### config.mk
export PLATFORM = sky130hd
export DESIGN_NAME = hazard_pipe_top
export DESIGN_NICKNAME = d
export VERILOG_FILES = /design/src/hdl/rv_isa_pkg.sv /design/src/hdl/pipe_ctrl_pkg.sv /design/src/hdl/exe_unit.sv /design/src/hdl/forward_stall.sv /design/src/hdl/hazard_pipe_top.sv /design/src/hdl/lsu_unit.sv /design/src/hdl/pipe_reg.sv /design/src/hdl/regfile.sv
export VERILOG_INCLUDE_DIRS = /design/src /design/src/hdl
export SDC_FILE = /design/constraint.sdc
export NUM_CORES = 1
export LEC_CHECK = 0
export BUFFER_PORTS_ARGS = -buffer_cell sky130_fd_sc_hd__buf_2
export CORE_ASPECT_RATIO = 0.9
export CORE_MARGIN = 2
export CORE_UTILIZATION = 50
export CTS_CLUSTER_DIAMETER = 200
export DETAILED_ROUTE_END_ITERATION = 8
export PLACE_DENSITY = 0.65
export RECOVER_POWER = 100
export REMOVE_ABC_BUFFERS = 1
export SYNTH_ARGS = -nofsm -noshare
export SYNTH_HDL_FRONTEND = slang
export SYNTH_SLANG_ARGS = --single-unit
### constraint.sdc
create_clock -name clk -period 15.1 [get_ports clk]
set_input_delay 0.755 -clock clk [delete_from_list [all_inputs] [get_ports clk]]
set_output_delay 0.755 -clock clk [all_outputs]
set_load 0.03 [all_outputs]
### src/hdl/core_defines.svh
// Core sizing and reset constants, included by the ISA package and by RTL that needs them
`ifndef CORE_DEFINES_SVH
`define CORE_DEFINES_SVH

////////////////////
// Datapath
////////////////////

// Width of a data word and of every address on the load bus
`define CORE_XLEN 32

// Architectural register file, register zero included
`define CORE_NREGS 16
`define CORE_RADDR_W 4

////////////////////
// Reset values
////////////////////

// Register file contents after reset
`define CORE_REG_RST '0
// Stage valid bits after reset
`define CORE_VALID_RST 1'b0

`endif

### src/hdl/rv_isa_pkg.sv
// Instruction-level types shared by decode, the stages and control; import with rv_isa_pkg::*
`include "core_defines.svh"

package rv_isa_pkg;

    ////////////////////
    // Operand types
    ////////////////////

    // Source or destination register number
    typedef logic [`CORE_RADDR_W-1:0] reg_addr_t;

    // One data word, also used for immediates and load addresses
    typedef logic [`CORE_XLEN-1:0] word_t;

    ////////////////////
    // Operations
    ////////////////////

    // Encoding follows the issue port of the top level
    typedef enum logic [1:0] {
        // rd = rs1 + rs2 + imm
        OP_ADD    = 2'd0,
        // rd = mem[rs1 + imm] over the load bus
        OP_LOAD   = 2'd1,
        // Squash the younger instruction in decode when rs1 == rs2
        OP_BRANCH = 2'd2
    } op_e;

endpackage : rv_isa_pkg
### src/hdl/pipe_ctrl_pkg.sv
// Stage payloads and forwarding selects passed between stages and control; import with pipe_ctrl_pkg::*
package pipe_ctrl_pkg;

    import rv_isa_pkg::*;

    // Where an execute operand comes from
    typedef enum logic [1:0] {
        FWD_NONE = 2'd0,  // value read at decode
        FWD_LSU  = 2'd1,
        FWD_WRB  = 2'd2
    } fwd_sel_e;

    // Decode to execute
    typedef struct packed {
        op_e       op;
        reg_addr_t rs1;
        reg_addr_t rs2;
        reg_addr_t rd;
        word_t     imm;
        word_t     rs1_val;
        word_t     rs2_val;
        logic      use_rs1;
        logic      use_rs2;
        logic      rd_wr_req;
    } id2exe_s;

    // Execute to load/store, result holds the load address for OP_LOAD
    typedef struct packed {
        op_e       op;
        reg_addr_t rd;
        logic      rd_wr_req;
        word_t     result;
        logic      is_load;
    } exe2lsu_s;

    // Load/store to writeback
    typedef struct packed {
        reg_addr_t rd;
        logic      rd_wr_req;
        word_t     data;
    } lsu2wrb_s;

endpackage : pipe_ctrl_pkg

### src/hdl/exe_unit.sv
// Execute stage datapath: operand forwarding, adder and branch compare
`timescale 1ns/1ps

module exe_unit import rv_isa_pkg::*, pipe_ctrl_pkg::*; (
    input  id2exe_s  exe_data_i,
    input  fwd_sel_e fwd_rs1_sel_i,
    input  fwd_sel_e fwd_rs2_sel_i,
    input  word_t    lsu_result_i,
    input  word_t    wrb_data_i,
    output exe2lsu_s exe_out_o,
    output logic     branch_taken_o
);

    word_t op_a;
    word_t op_b;
    word_t addend;
    word_t sum;

    // Operand source per forward select
    function automatic word_t fwd_mux(input fwd_sel_e sel, input word_t reg_val);
        word_t val;
        case (sel)
            FWD_LSU: val = lsu_result_i;
            FWD_WRB: val = wrb_data_i;
            default: val = reg_val;
        endcase
        return val;
    endfunction

    always_comb begin
        op_a = fwd_mux(fwd_rs1_sel_i, exe_data_i.rs1_val);
        op_b = fwd_mux(fwd_rs2_sel_i, exe_data_i.rs2_val);
    end

    ////////////////////
    // Adder
    ////////////////////

    // Load address is rs1 + imm only
    assign addend = (exe_data_i.op == OP_LOAD) ? '0 : op_b;
    assign sum    = op_a + addend + exe_data_i.imm;

    // Equal operands take the branch, valid gating is in control
    assign branch_taken_o = (exe_data_i.op == OP_BRANCH) && (op_a == op_b);

    always_comb begin
        exe_out_o.op        = exe_data_i.op;
        exe_out_o.rd        = exe_data_i.rd;
        exe_out_o.rd_wr_req = exe_data_i.rd_wr_req;
        exe_out_o.result    = sum;
        exe_out_o.is_load   = (exe_data_i.op == OP_LOAD);
    end

endmodule : exe_unit

### src/hdl/forward_stall.sv
// Hazard and stall control, drives operand forwarding, stage stalls and the branch flush
`timescale 1ns/1ps

module forward_stall import rv_isa_pkg::*, pipe_ctrl_pkg::*; (
    input  logic      clk,
    input  logic      rst_n,
    // Execute stage
    input  logic      exe_valid_i,
    input  reg_addr_t exe_rs1_i,
    input  reg_addr_t exe_rs2_i,
    input  logic      exe_use_rs1_i,
    input  logic      exe_use_rs2_i,
    input  logic      exe_branch_taken_i,
    // Load/store stage and load bus
    input  logic      lsu_valid_i,
    input  reg_addr_t lsu_rd_i,
    input  logic      lsu_rd_wr_req_i,
    input  logic      lsu_is_load_i,
    input  logic      ld_busy_i,
    input  logic      ld_ack_i,
    // Writeback stage
    input  logic      wrb_valid_i,
    input  reg_addr_t wrb_rd_i,
    input  logic      wrb_rd_wr_req_i,
    // To execute and the stage registers
    output fwd_sel_e  fwd_rs1_sel_o,
    output fwd_sel_e  fwd_rs2_sel_o,
    output logic      if_id_stall_o,
    output logic      lsu_stall_o,
    output logic      dec_flush_o,
    output logic      exe_flush_o
);

    logic rs1_valid;
    logic rs2_valid;
    logic lsu_rs1_hit;
    logic lsu_rs2_hit;
    logic wrb_rs1_hit;
    logic wrb_rs2_hit;
    logic ld_use_hazard;
    logic ld_stall;
    logic ld_stall_q;
    logic ld_stall_next;
    logic if_id_stall;

    // Register zero never carries a dependency
    assign rs1_valid = |exe_rs1_i;
    assign rs2_valid = |exe_rs2_i;

    ////////////////////
    // RAW detection
    ////////////////////

    assign lsu_rs1_hit = exe_valid_i & lsu_valid_i & lsu_rd_wr_req_i
                       & (exe_rs1_i == lsu_rd_i) & rs1_valid;
    assign lsu_rs2_hit = exe_valid_i & lsu_valid_i & lsu_rd_wr_req_i
                       & (exe_rs2_i == lsu_rd_i) & rs2_valid;
    assign wrb_rs1_hit = exe_valid_i & wrb_valid_i & wrb_rd_wr_req_i
                       & (exe_rs1_i == wrb_rd_i) & rs1_valid;
    assign wrb_rs2_hit = exe_valid_i & wrb_valid_i & wrb_rd_wr_req_i
                       & (exe_rs2_i == wrb_rd_i) & rs2_valid;

    // Youngest producer first; a load in LSU has no data yet
    function automatic fwd_sel_e pick_src(input logic lsu_hit, input logic wrb_hit);
        fwd_sel_e sel;
        if (lsu_hit && !lsu_is_load_i) begin
            sel = FWD_LSU;
        end else if (wrb_hit) begin
            sel = FWD_WRB;
        end else begin
            sel = FWD_NONE;
        end
        return sel;
    endfunction

    assign fwd_rs1_sel_o = pick_src(lsu_rs1_hit, wrb_rs1_hit);
    assign fwd_rs2_sel_o = pick_src(lsu_rs2_hit, wrb_rs2_hit);

    ////////////////////
    // Load stall
    ////////////////////

    // Pending load is tracked until its acknowledge
    always_comb begin
        if (ld_ack_i) begin
            ld_stall_next = 1'b0;
        end else if (ld_busy_i) begin
            ld_stall_next = 1'b1;
        end else begin
            ld_stall_next = ld_stall_q;
        end
    end

    always_ff @(posedge clk) begin
        if (!rst_n) begin
            ld_stall_q <= 1'b0;
        end else begin
            ld_stall_q <= ld_stall_next;
        end
    end

    assign ld_stall = ld_stall_next;

    // Load-use, data arrives via writeback one cycle later
    assign ld_use_hazard = ((lsu_rs1_hit & exe_use_rs1_i) | (lsu_rs2_hit & exe_use_rs2_i))
                         & lsu_is_load_i & ~ld_stall;

    // Stall and flush outputs
    assign if_id_stall   = ld_stall | ld_use_hazard;
    assign if_id_stall_o = if_id_stall;
    assign lsu_stall_o   = ld_stall;
    assign exe_flush_o   = ld_use_hazard;
    // Branch acts only once its operands are final
    assign dec_flush_o   = exe_valid_i & exe_branch_taken_i & ~if_id_stall;

    // A stalled execute instruction is held, so no flush may drop it
    exe_hold_a: assert property (@(posedge clk) disable iff (!rst_n)
        (exe_valid_i && if_id_stall_o) |=> exe_valid_i);

    // Once a load is pending, the LSU keeps it until the acknowledge
    pending_load_a: assert property (@(posedge clk) disable iff (!rst_n)
        ld_stall_q |-> (ld_busy_i || ld_ack_i));

endmodule : forward_stall

### src/hdl/hazard_pipe_top.sv
// Top level of the four-stage hazard pipeline, instantiate with issue, load bus and writeback ports
`timescale 1ns/1ps
`include "core_defines.svh"

module hazard_pipe_top import rv_isa_pkg::*, pipe_ctrl_pkg::*; (
    input  logic      clk,
    input  logic      rst_n,
    // Issue
    input  logic      instr_valid_i,
    input  op_e       instr_op_i,
    input  reg_addr_t instr_rs1_i,
    input  reg_addr_t instr_rs2_i,
    input  reg_addr_t instr_rd_i,
    input  word_t     instr_imm_i,
    output logic      instr_ready_o,
    // Load bus
    output logic      ld_req_o,
    output word_t     ld_addr_o,
    input  logic      ld_ack_i,
    input  word_t     ld_data_i,
    // Writeback and branch
    output logic      wb_valid_o,
    output reg_addr_t wb_rd_o,
    output word_t     wb_data_o,
    output logic      branch_taken_o
);

    logic      id_valid_q;
    op_e       id_op_q;
    reg_addr_t id_rs1_q;
    reg_addr_t id_rs2_q;
    reg_addr_t id_rd_q;
    word_t     id_imm_q;
    word_t     rf_rs1_data;
    word_t     rf_rs2_data;
    id2exe_s   id_payload;
    id2exe_s   dec_in;
    id2exe_s   dec_q;
    logic      dec_valid_in;
    logic      dec_valid_q;
    logic      dec_refresh;
    exe2lsu_s  exe_out;
    exe2lsu_s  exe_q;
    logic      exe_valid_q;
    lsu2wrb_s  lsu_out;
    lsu2wrb_s  wrb_q;
    logic      wrb_valid_q;
    logic      exe_branch_taken;
    logic      ld_busy;
    logic      if_id_stall;
    logic      lsu_stall;
    logic      dec_flush;
    logic      exe_flush;
    fwd_sel_e  fwd_rs1_sel;
    fwd_sel_e  fwd_rs2_sel;

    ////////////////////
    // Decode
    ////////////////////

    assign instr_ready_o = ~if_id_stall;

    always_ff @(posedge clk) begin
        if (!rst_n) begin
            id_valid_q <= `CORE_VALID_RST;
        end else if (!if_id_stall) begin
            id_valid_q <= instr_valid_i;
        end
    end

    always_ff @(posedge clk) begin
        if (!if_id_stall) begin
            id_op_q  <= instr_op_i;
            id_rs1_q <= instr_rs1_i;
            id_rs2_q <= instr_rs2_i;
            id_rd_q  <= instr_rd_i;
            id_imm_q <= instr_imm_i;
        end
    end

    regfile u_regfile (
        .clk        (clk),
        .rst_n      (rst_n),
        .rs1_addr_i (id_rs1_q),
        .rs2_addr_i (id_rs2_q),
        .rs1_data_o (rf_rs1_data),
        .rs2_data_o (rf_rs2_data),
        .wr_en_i    (wrb_valid_q & wrb_q.rd_wr_req),
        .wr_addr_i  (wrb_q.rd),
        .wr_data_i  (wrb_q.data)
    );

    // LOAD reads rs1 only, BRANCH writes nothing
    always_comb begin
        id_payload.op        = id_op_q;
        id_payload.rs1       = id_rs1_q;
        id_payload.rs2       = id_rs2_q;
        id_payload.rd        = id_rd_q;
        id_payload.imm       = id_imm_q;
        id_payload.rs1_val   = rf_rs1_data;
        id_payload.rs2_val   = rf_rs2_data;
        id_payload.use_rs1   = 1'b1;
        id_payload.use_rs2   = (id_op_q != OP_LOAD);
        id_payload.rd_wr_req = (id_op_q != OP_BRANCH);
    end

    // A held execute instruction keeps a writeback operand that is about to retire
    assign dec_refresh = if_id_stall & ((fwd_rs1_sel == FWD_WRB) | (fwd_rs2_sel == FWD_WRB));

    always_comb begin
        dec_in       = id_payload;
        dec_valid_in = id_valid_q;
        if (dec_refresh) begin
            dec_in       = dec_q;
            dec_valid_in = dec_valid_q;
            if (fwd_rs1_sel == FWD_WRB) begin
                dec_in.rs1_val = wrb_q.data;
            end
            if (fwd_rs2_sel == FWD_WRB) begin
                dec_in.rs2_val = wrb_q.data;
            end
        end
    end

    ////////////////////
    // Stages
    ////////////////////

    pipe_reg #(.payload_t(id2exe_s)) dec_reg (
        .clk     (clk),
        .rst_n   (rst_n),
        .stall_i (if_id_stall & ~dec_refresh),
        .flush_i (dec_flush),
        .valid_i (dec_valid_in),
        .data_i  (dec_in),
        .valid_o (dec_valid_q),
        .data_o  (dec_q)
    );

    exe_unit u_exe_unit (
        .exe_data_i     (dec_q),
        .fwd_rs1_sel_i  (fwd_rs1_sel),
        .fwd_rs2_sel_i  (fwd_rs2_sel),
        .lsu_result_i   (exe_q.result),
        .wrb_data_i     (wrb_q.data),
        .exe_out_o      (exe_out),
        .branch_taken_o (exe_branch_taken)
    );

    // Load-use bubble enters here
    pipe_reg #(.payload_t(exe2lsu_s)) exe_reg (
        .clk     (clk),
        .rst_n   (rst_n),
        .stall_i (lsu_stall),
        .flush_i (exe_flush),
        .valid_i (dec_valid_q),
        .data_i  (exe_out),
        .valid_o (exe_valid_q),
        .data_o  (exe_q)
    );

    lsu_unit u_lsu_unit (
        .clk         (clk),
        .rst_n       (rst_n),
        .lsu_valid_i (exe_valid_q),
        .lsu_data_i  (exe_q),
        .ld_ack_i    (ld_ack_i),
        .ld_data_i   (ld_data_i),
        .ld_req_o    (ld_req_o),
        .ld_addr_o   (ld_addr_o),
        .ld_busy_o   (ld_busy),
        .lsu_out_o   (lsu_out)
    );

    // Writeback drains while a load waits, one write per instruction
    pipe_reg #(.payload_t(lsu2wrb_s)) wrb_reg (
        .clk     (clk),
        .rst_n   (rst_n),
        .stall_i (1'b0),
        .flush_i (lsu_stall),
        .valid_i (exe_valid_q),
        .data_i  (lsu_out),
        .valid_o (wrb_valid_q),
        .data_o  (wrb_q)
    );

    forward_stall u_forward_stall (
        .clk                (clk),
        .rst_n              (rst_n),
        .exe_valid_i        (dec_valid_q),
        .exe_rs1_i          (dec_q.rs1),
        .exe_rs2_i          (dec_q.rs2),
        .exe_use_rs1_i      (dec_q.use_rs1),
        .exe_use_rs2_i      (dec_q.use_rs2),
        .exe_branch_taken_i (exe_branch_taken),
        .lsu_valid_i        (exe_valid_q),
        .lsu_rd_i           (exe_q.rd),
        .lsu_rd_wr_req_i    (exe_q.rd_wr_req),
        .lsu_is_load_i      (exe_q.is_load),
        .ld_busy_i          (ld_busy),
        .ld_ack_i           (ld_ack_i),
        .wrb_valid_i        (wrb_valid_q),
        .wrb_rd_i           (wrb_q.rd),
        .wrb_rd_wr_req_i    (wrb_q.rd_wr_req),
        .fwd_rs1_sel_o      (fwd_rs1_sel),
        .fwd_rs2_sel_o      (fwd_rs2_sel),
        .if_id_stall_o      (if_id_stall),
        .lsu_stall_o        (lsu_stall),
        .dec_flush_o        (dec_flush),
        .exe_flush_o        (exe_flush)
    );

    // Register zero writes show up here too
    assign wb_valid_o     = wrb_valid_q & wrb_q.rd_wr_req;
    assign wb_rd_o        = wrb_q.rd;
    assign wb_data_o      = wrb_q.data;
    assign branch_taken_o = dec_flush;

endmodule : hazard_pipe_top

### src/hdl/lsu_unit.sv
// Load/store stage: load bus master, passes ADD results through to writeback
`timescale 1ns/1ps

module lsu_unit import rv_isa_pkg::*, pipe_ctrl_pkg::*; (
    input  logic     clk,
    input  logic     rst_n,
    input  logic     lsu_valid_i,
    input  exe2lsu_s lsu_data_i,
    input  logic     ld_ack_i,
    input  word_t    ld_data_i,
    output logic     ld_req_o,
    output word_t    ld_addr_o,
    output logic     ld_busy_o,
    output lsu2wrb_s lsu_out_o
);

    logic ld_req;

    // Request level lasts while the load sits here
    // The stage is held by control until the acknowledge edge
    assign ld_req    = lsu_valid_i & lsu_data_i.is_load;
    assign ld_req_o  = ld_req;
    assign ld_addr_o = lsu_data_i.result;

    // Same-cycle acknowledge means no wait at all
    assign ld_busy_o = ld_req & ~ld_ack_i;

    // Loaded word replaces the address, taken by the writeback register on the ack edge
    always_comb begin
        lsu_out_o.rd        = lsu_data_i.rd;
        lsu_out_o.rd_wr_req = lsu_data_i.rd_wr_req;
        if (lsu_data_i.op == OP_LOAD) begin
            lsu_out_o.data = ld_data_i;
        end else begin
            lsu_out_o.data = lsu_data_i.result;
        end
    end

    ////////////////////
    // Bus protocol
    ////////////////////

    // Request and address hold until acknowledged, which needs the stall from control
    ld_addr_stable_a: assert property (@(posedge clk) disable iff (!rst_n)
        (ld_req_o && !ld_ack_i) |=> (ld_req_o && $stable(ld_addr_o)));

endmodule : lsu_unit

### src/hdl/pipe_reg.sv
// Pipeline stage register for any payload type, one instance per stage boundary
`timescale 1ns/1ps
`include "core_defines.svh"

module pipe_reg #(
    parameter type payload_t = logic
) (
    input  logic     clk,
    input  logic     rst_n,
    input  logic     stall_i,
    input  logic     flush_i,
    input  logic     valid_i,
    input  payload_t data_i,
    output logic     valid_o,
    output payload_t data_o
);

    logic     valid_q;
    payload_t data_q;

    // Flush wins over stall, so a held stage can still be turned into a bubble
    always_ff @(posedge clk) begin
        if (!rst_n) begin
            valid_q <= `CORE_VALID_RST;
        end else if (flush_i) begin
            valid_q <= 1'b0;
        end else if (!stall_i) begin
            valid_q <= valid_i;
        end
    end

    // Payload only moves when the stage advances
    always_ff @(posedge clk) begin
        if (!stall_i) begin
            data_q <= data_i;
        end
    end

    assign valid_o = valid_q;
    assign data_o  = data_q;

    // Downstream hazard logic relies on a known valid bit
    valid_known_a: assert property (@(posedge clk) disable iff (!rst_n)
        !$isunknown(valid_o));

endmodule : pipe_reg

### src/hdl/regfile.sv
// Integer register file read in decode and written from writeback
`timescale 1ns/1ps
`include "core_defines.svh"

module regfile import rv_isa_pkg::*; (
    input  logic      clk,
    input  logic      rst_n,
    input  reg_addr_t rs1_addr_i,
    input  reg_addr_t rs2_addr_i,
    output word_t     rs1_data_o,
    output word_t     rs2_data_o,
    input  logic      wr_en_i,
    input  reg_addr_t wr_addr_i,
    input  word_t     wr_data_i
);

    word_t regs_q [`CORE_NREGS];

    // Write port, register zero never takes a value
    always_ff @(posedge clk) begin
        if (!rst_n) begin
            for (int i = 0; i < `CORE_NREGS; i++) begin
                regs_q[i] <= `CORE_REG_RST;
            end
        end else if (wr_en_i && (wr_addr_i != '0)) begin
            regs_q[wr_addr_i] <= wr_data_i;
        end
    end

    // Shared by both read ports
    // Write-first, so decode sees the value retiring in the same cycle
    function automatic word_t read_port(input reg_addr_t addr);
        word_t rd_val;
        if (addr == '0) begin
            rd_val = '0;
        end else if (wr_en_i && (wr_addr_i == addr)) begin
            rd_val = wr_data_i;
        end else begin
            rd_val = regs_q[addr];
        end
        return rd_val;
    endfunction

    always_comb begin
        rs1_data_o = read_port(rs1_addr_i);
        rs2_data_o = read_port(rs2_addr_i);
    end

endmodule : regfile

==> impl_results.md <==
- Via count: between 20k and 30k
- Setup TNS Final: 0 ns
- Worst-Margin Slew: between 3 and 4 ns
- Slew headroom: -144%
- Period utilization: between 50% and 60%
- Max-slew violation count: 1374
- Total Nets Final: between 2k and 3k
- Vias per Instance: approximately 6.4
- Avg Cell Area, Syn: around 15 sq um
- WHS Path Cells: 1
- Hold_buf cts: 0
- Num rows: 98
- FMAX: ~110 MHz
- Initial core utilization: between 50% and 60%
- Clk sinks: 760
- Post-CTS Setup Bufs: 0
- Yosys cell types: 71
- Hold Path Class: in2reg
- Die ar.: approximately 82000 sq um
- Most used DFF post-synth: edfxtp_1
- DIE WIDTH: slightly above 300 um
- DP Worst Slack: about 8.7 ns
- Synth Instances: between 2k and 3k
- Clk_lat worst skew: roughly 0.66 ns
- Ports: 154
- Ys async rst share: 0%
- Failing checks: capacitance limit, slew limit
- Fin. Hold Viols: 0
- Syn. warnings: 0
- RD Place Congestion: slightly below 1
- Total grt overflow: 0
- Top cell type's share of synthesized area: a little over half
- FF+latch count, synth: 760
- Post-Layout Cell Count: 3971
- Placed cell area: between 40000 and 50000 sq um
- Status: complete, but fails checks
- Max H-tree Level: 3
- DR WL/cell: 33.2 um
- Crit start category: input pin
- Global-route wire length before repair: ~190 mm
- WP data required: 15.30 ns
- Layout cell share with drive strength beyond 1: between 20% and 30%
- Critical path class: in2reg
- Setup Skew: ~0.024 ns
- Critical Path Sink Type: register
- Cts repair resizes: 0
- Tmin final: between 9 and 10 ns
- WP data arrival: just over 9 ns
- DRC violations left: 0
- Top area cells in the synthesized netlist: edfxtp_1 53%, mux4_2 18%, and2_1 7.6%
- Number of global-route vias before repair: ~26k
- Post-synth top cells: 710 x edfxtp_1, 487 x and2_1, 320 x mux4_2
- Leak: 0.0158 uW
- Placed cell count: 3813
- Tot GR Track Use: around 32%
- Most numerous cell in the Yosys netlist: edfxtp_1
- Crit path max fanout: 32
- Total core area: about 79000 sq um
- RSZ-0062 raised after global routing: false
- Worst r2r path cells: 8
- Mapped Area: around 40000 sq um
- CTS buffer count: just over 80
- Number of max-cap violations: 50
- Synth area leader: edfxtp_1
- Antenna Nets Post-Route: 0
- Final instance area: about 44000 sq um
- Sequential-to-total area share from yosys stat: about 56%
- Max IR drop VDD: 160 uV
- Initial antenna violation count: 3
- Clock tree from TritonCTS: done
- Pwr/cell area: 138 nW/um^2
- PnR worst setup slack: 6.05 ns
- Synthesis-to-finish area growth: 10.6%
- Final Setup Violations: 0
- CTS Root Cell: clkbuf_16
- Clk slew on worst S/H paths: around 0.06 ns
- Height of the die: ~270 um
- Largest net degree at the start of global routing: 61
- Clock Path Buffers: 3
- Routed wire length: around 130 mm
- Post-synth EDFFs: 710
- Drt first pass iters: 6
- Detailed placement HPWL: 82.0 mm
- I/O Buffers: about 150
- DRT iter0 DRCs: approximately 3.2k
## metrics by stage
stage	util [%]	hold slack, ns	total power (uW)
2_1_floorplan	-	0.341	3530
3_3_place_gp	52.9	0.353	4120
3_5_place_dp	52.9	0.362	4130
4_1_cts	56.3	0.230	6170
5_1_grt	55.8	0.241	6340
6_report	55.8	0.271	6130
## layout by cell type, fill, tap and decap left out, drive strengths merged, types with 44 or more instances in the layout
cell	n
and2	487
buf	107
clkbuf	241
dfxtp	50
edfxtp	710
inv	97
mux4	320
nand2	111
nand3	44
nor2	56
o21ai	147
xnor2	47
## sequential cells by signal, summed over array words and instances (netlist names), named ones only
register	cells
u_regfile.regs_q	512
dec_reg.data_o	112
exe_reg.data_o	40
wrb_reg.data_o	37
id_imm_q	32
id_rd_q	4
id_rs1_q	4
id_rs2_q	4
id_op_q	2
dec_reg.valid_o	1
exe_reg.valid_o	1
id_valid_q	1
u_forward_stall.ld_stall_q	1
wrb_reg.valid_o	1
## area by class of cell
cell class | count | area, sq um
Inverter | 91 | 342
Clock buffer | 118 | 2380
Antenna cell | 5 | 12.5
Multi-Input combinational cell | 1682 | 16500
Sequential cell | 760 | 22300
Clock inverter | 35 | 334
Tap cell | 1050 | 1310
Timing Repair Buffer | 230 | 1080
Fill cell | 6335 | 35000
## critical path: stages
cell      delay (ns)
clkbuf_1        1.27
nand4b_1        1.17
nor3_1          1.25
clkbuf_1        2.33
nand2b_1        2.34
## where the power goes
group	leakage, uW	total [uW]	switching, uW	internal (uW)
Combinational	0.00662	1230	791	441
Sequential	0.00787	2850	337	2510
Clock	0.00133	2050	861	1190
## routing by layer
layer / vias to the layer above / track usage, % / share of wire, %
li1: 10600 / - / -
met1: 13200 / 44.2 / 39
met2: 1463 / 52.5 / 49
met3: 283 / 6.03 / 8.6
met4: 2 / 11.5 / 3.8
met5: - / 0 / 0.0099
## final timing paths
path | start | to | slack (ns)
worst max-delay path | rst_n | u_regfile.regs_q[8][26]$_SDFFCE_PN0P_ | 6.05
worst min-delay path | instr_rd_i[1] | id_rd_q[1]$_DFFE_PP_ | 0.27
worst max register to register | dec_reg.data_o[106]$_DFFE_PP_ | dec_reg.data_o[29]$_DFFE_PP_ | 6.37
worst min register to register | exe_reg.data_o[33]$_DFFE_PN_ | wrb_reg.data_o[32]$_DFF_P_ | 0.39
## kinds of logic after synthesis
| family | after synthesis | synth area share (%) |
|---|---|---|
| AOI/OAI and AO/OA | 298 | 4.67 |
| xor gates and xnor gates | 82 | 1.81 |
| adders and majority gates | 62 | 2.54 |
| buffers and inverters | 344 | 3.67 |
| DFF | 760 | 55.8 |
| muxes | 396 | 20.0 |
| other | 1 | 0.00937 |
| and+or+nand+nor | 812 | 11.5 |
(Power assumes the default switching activity.)
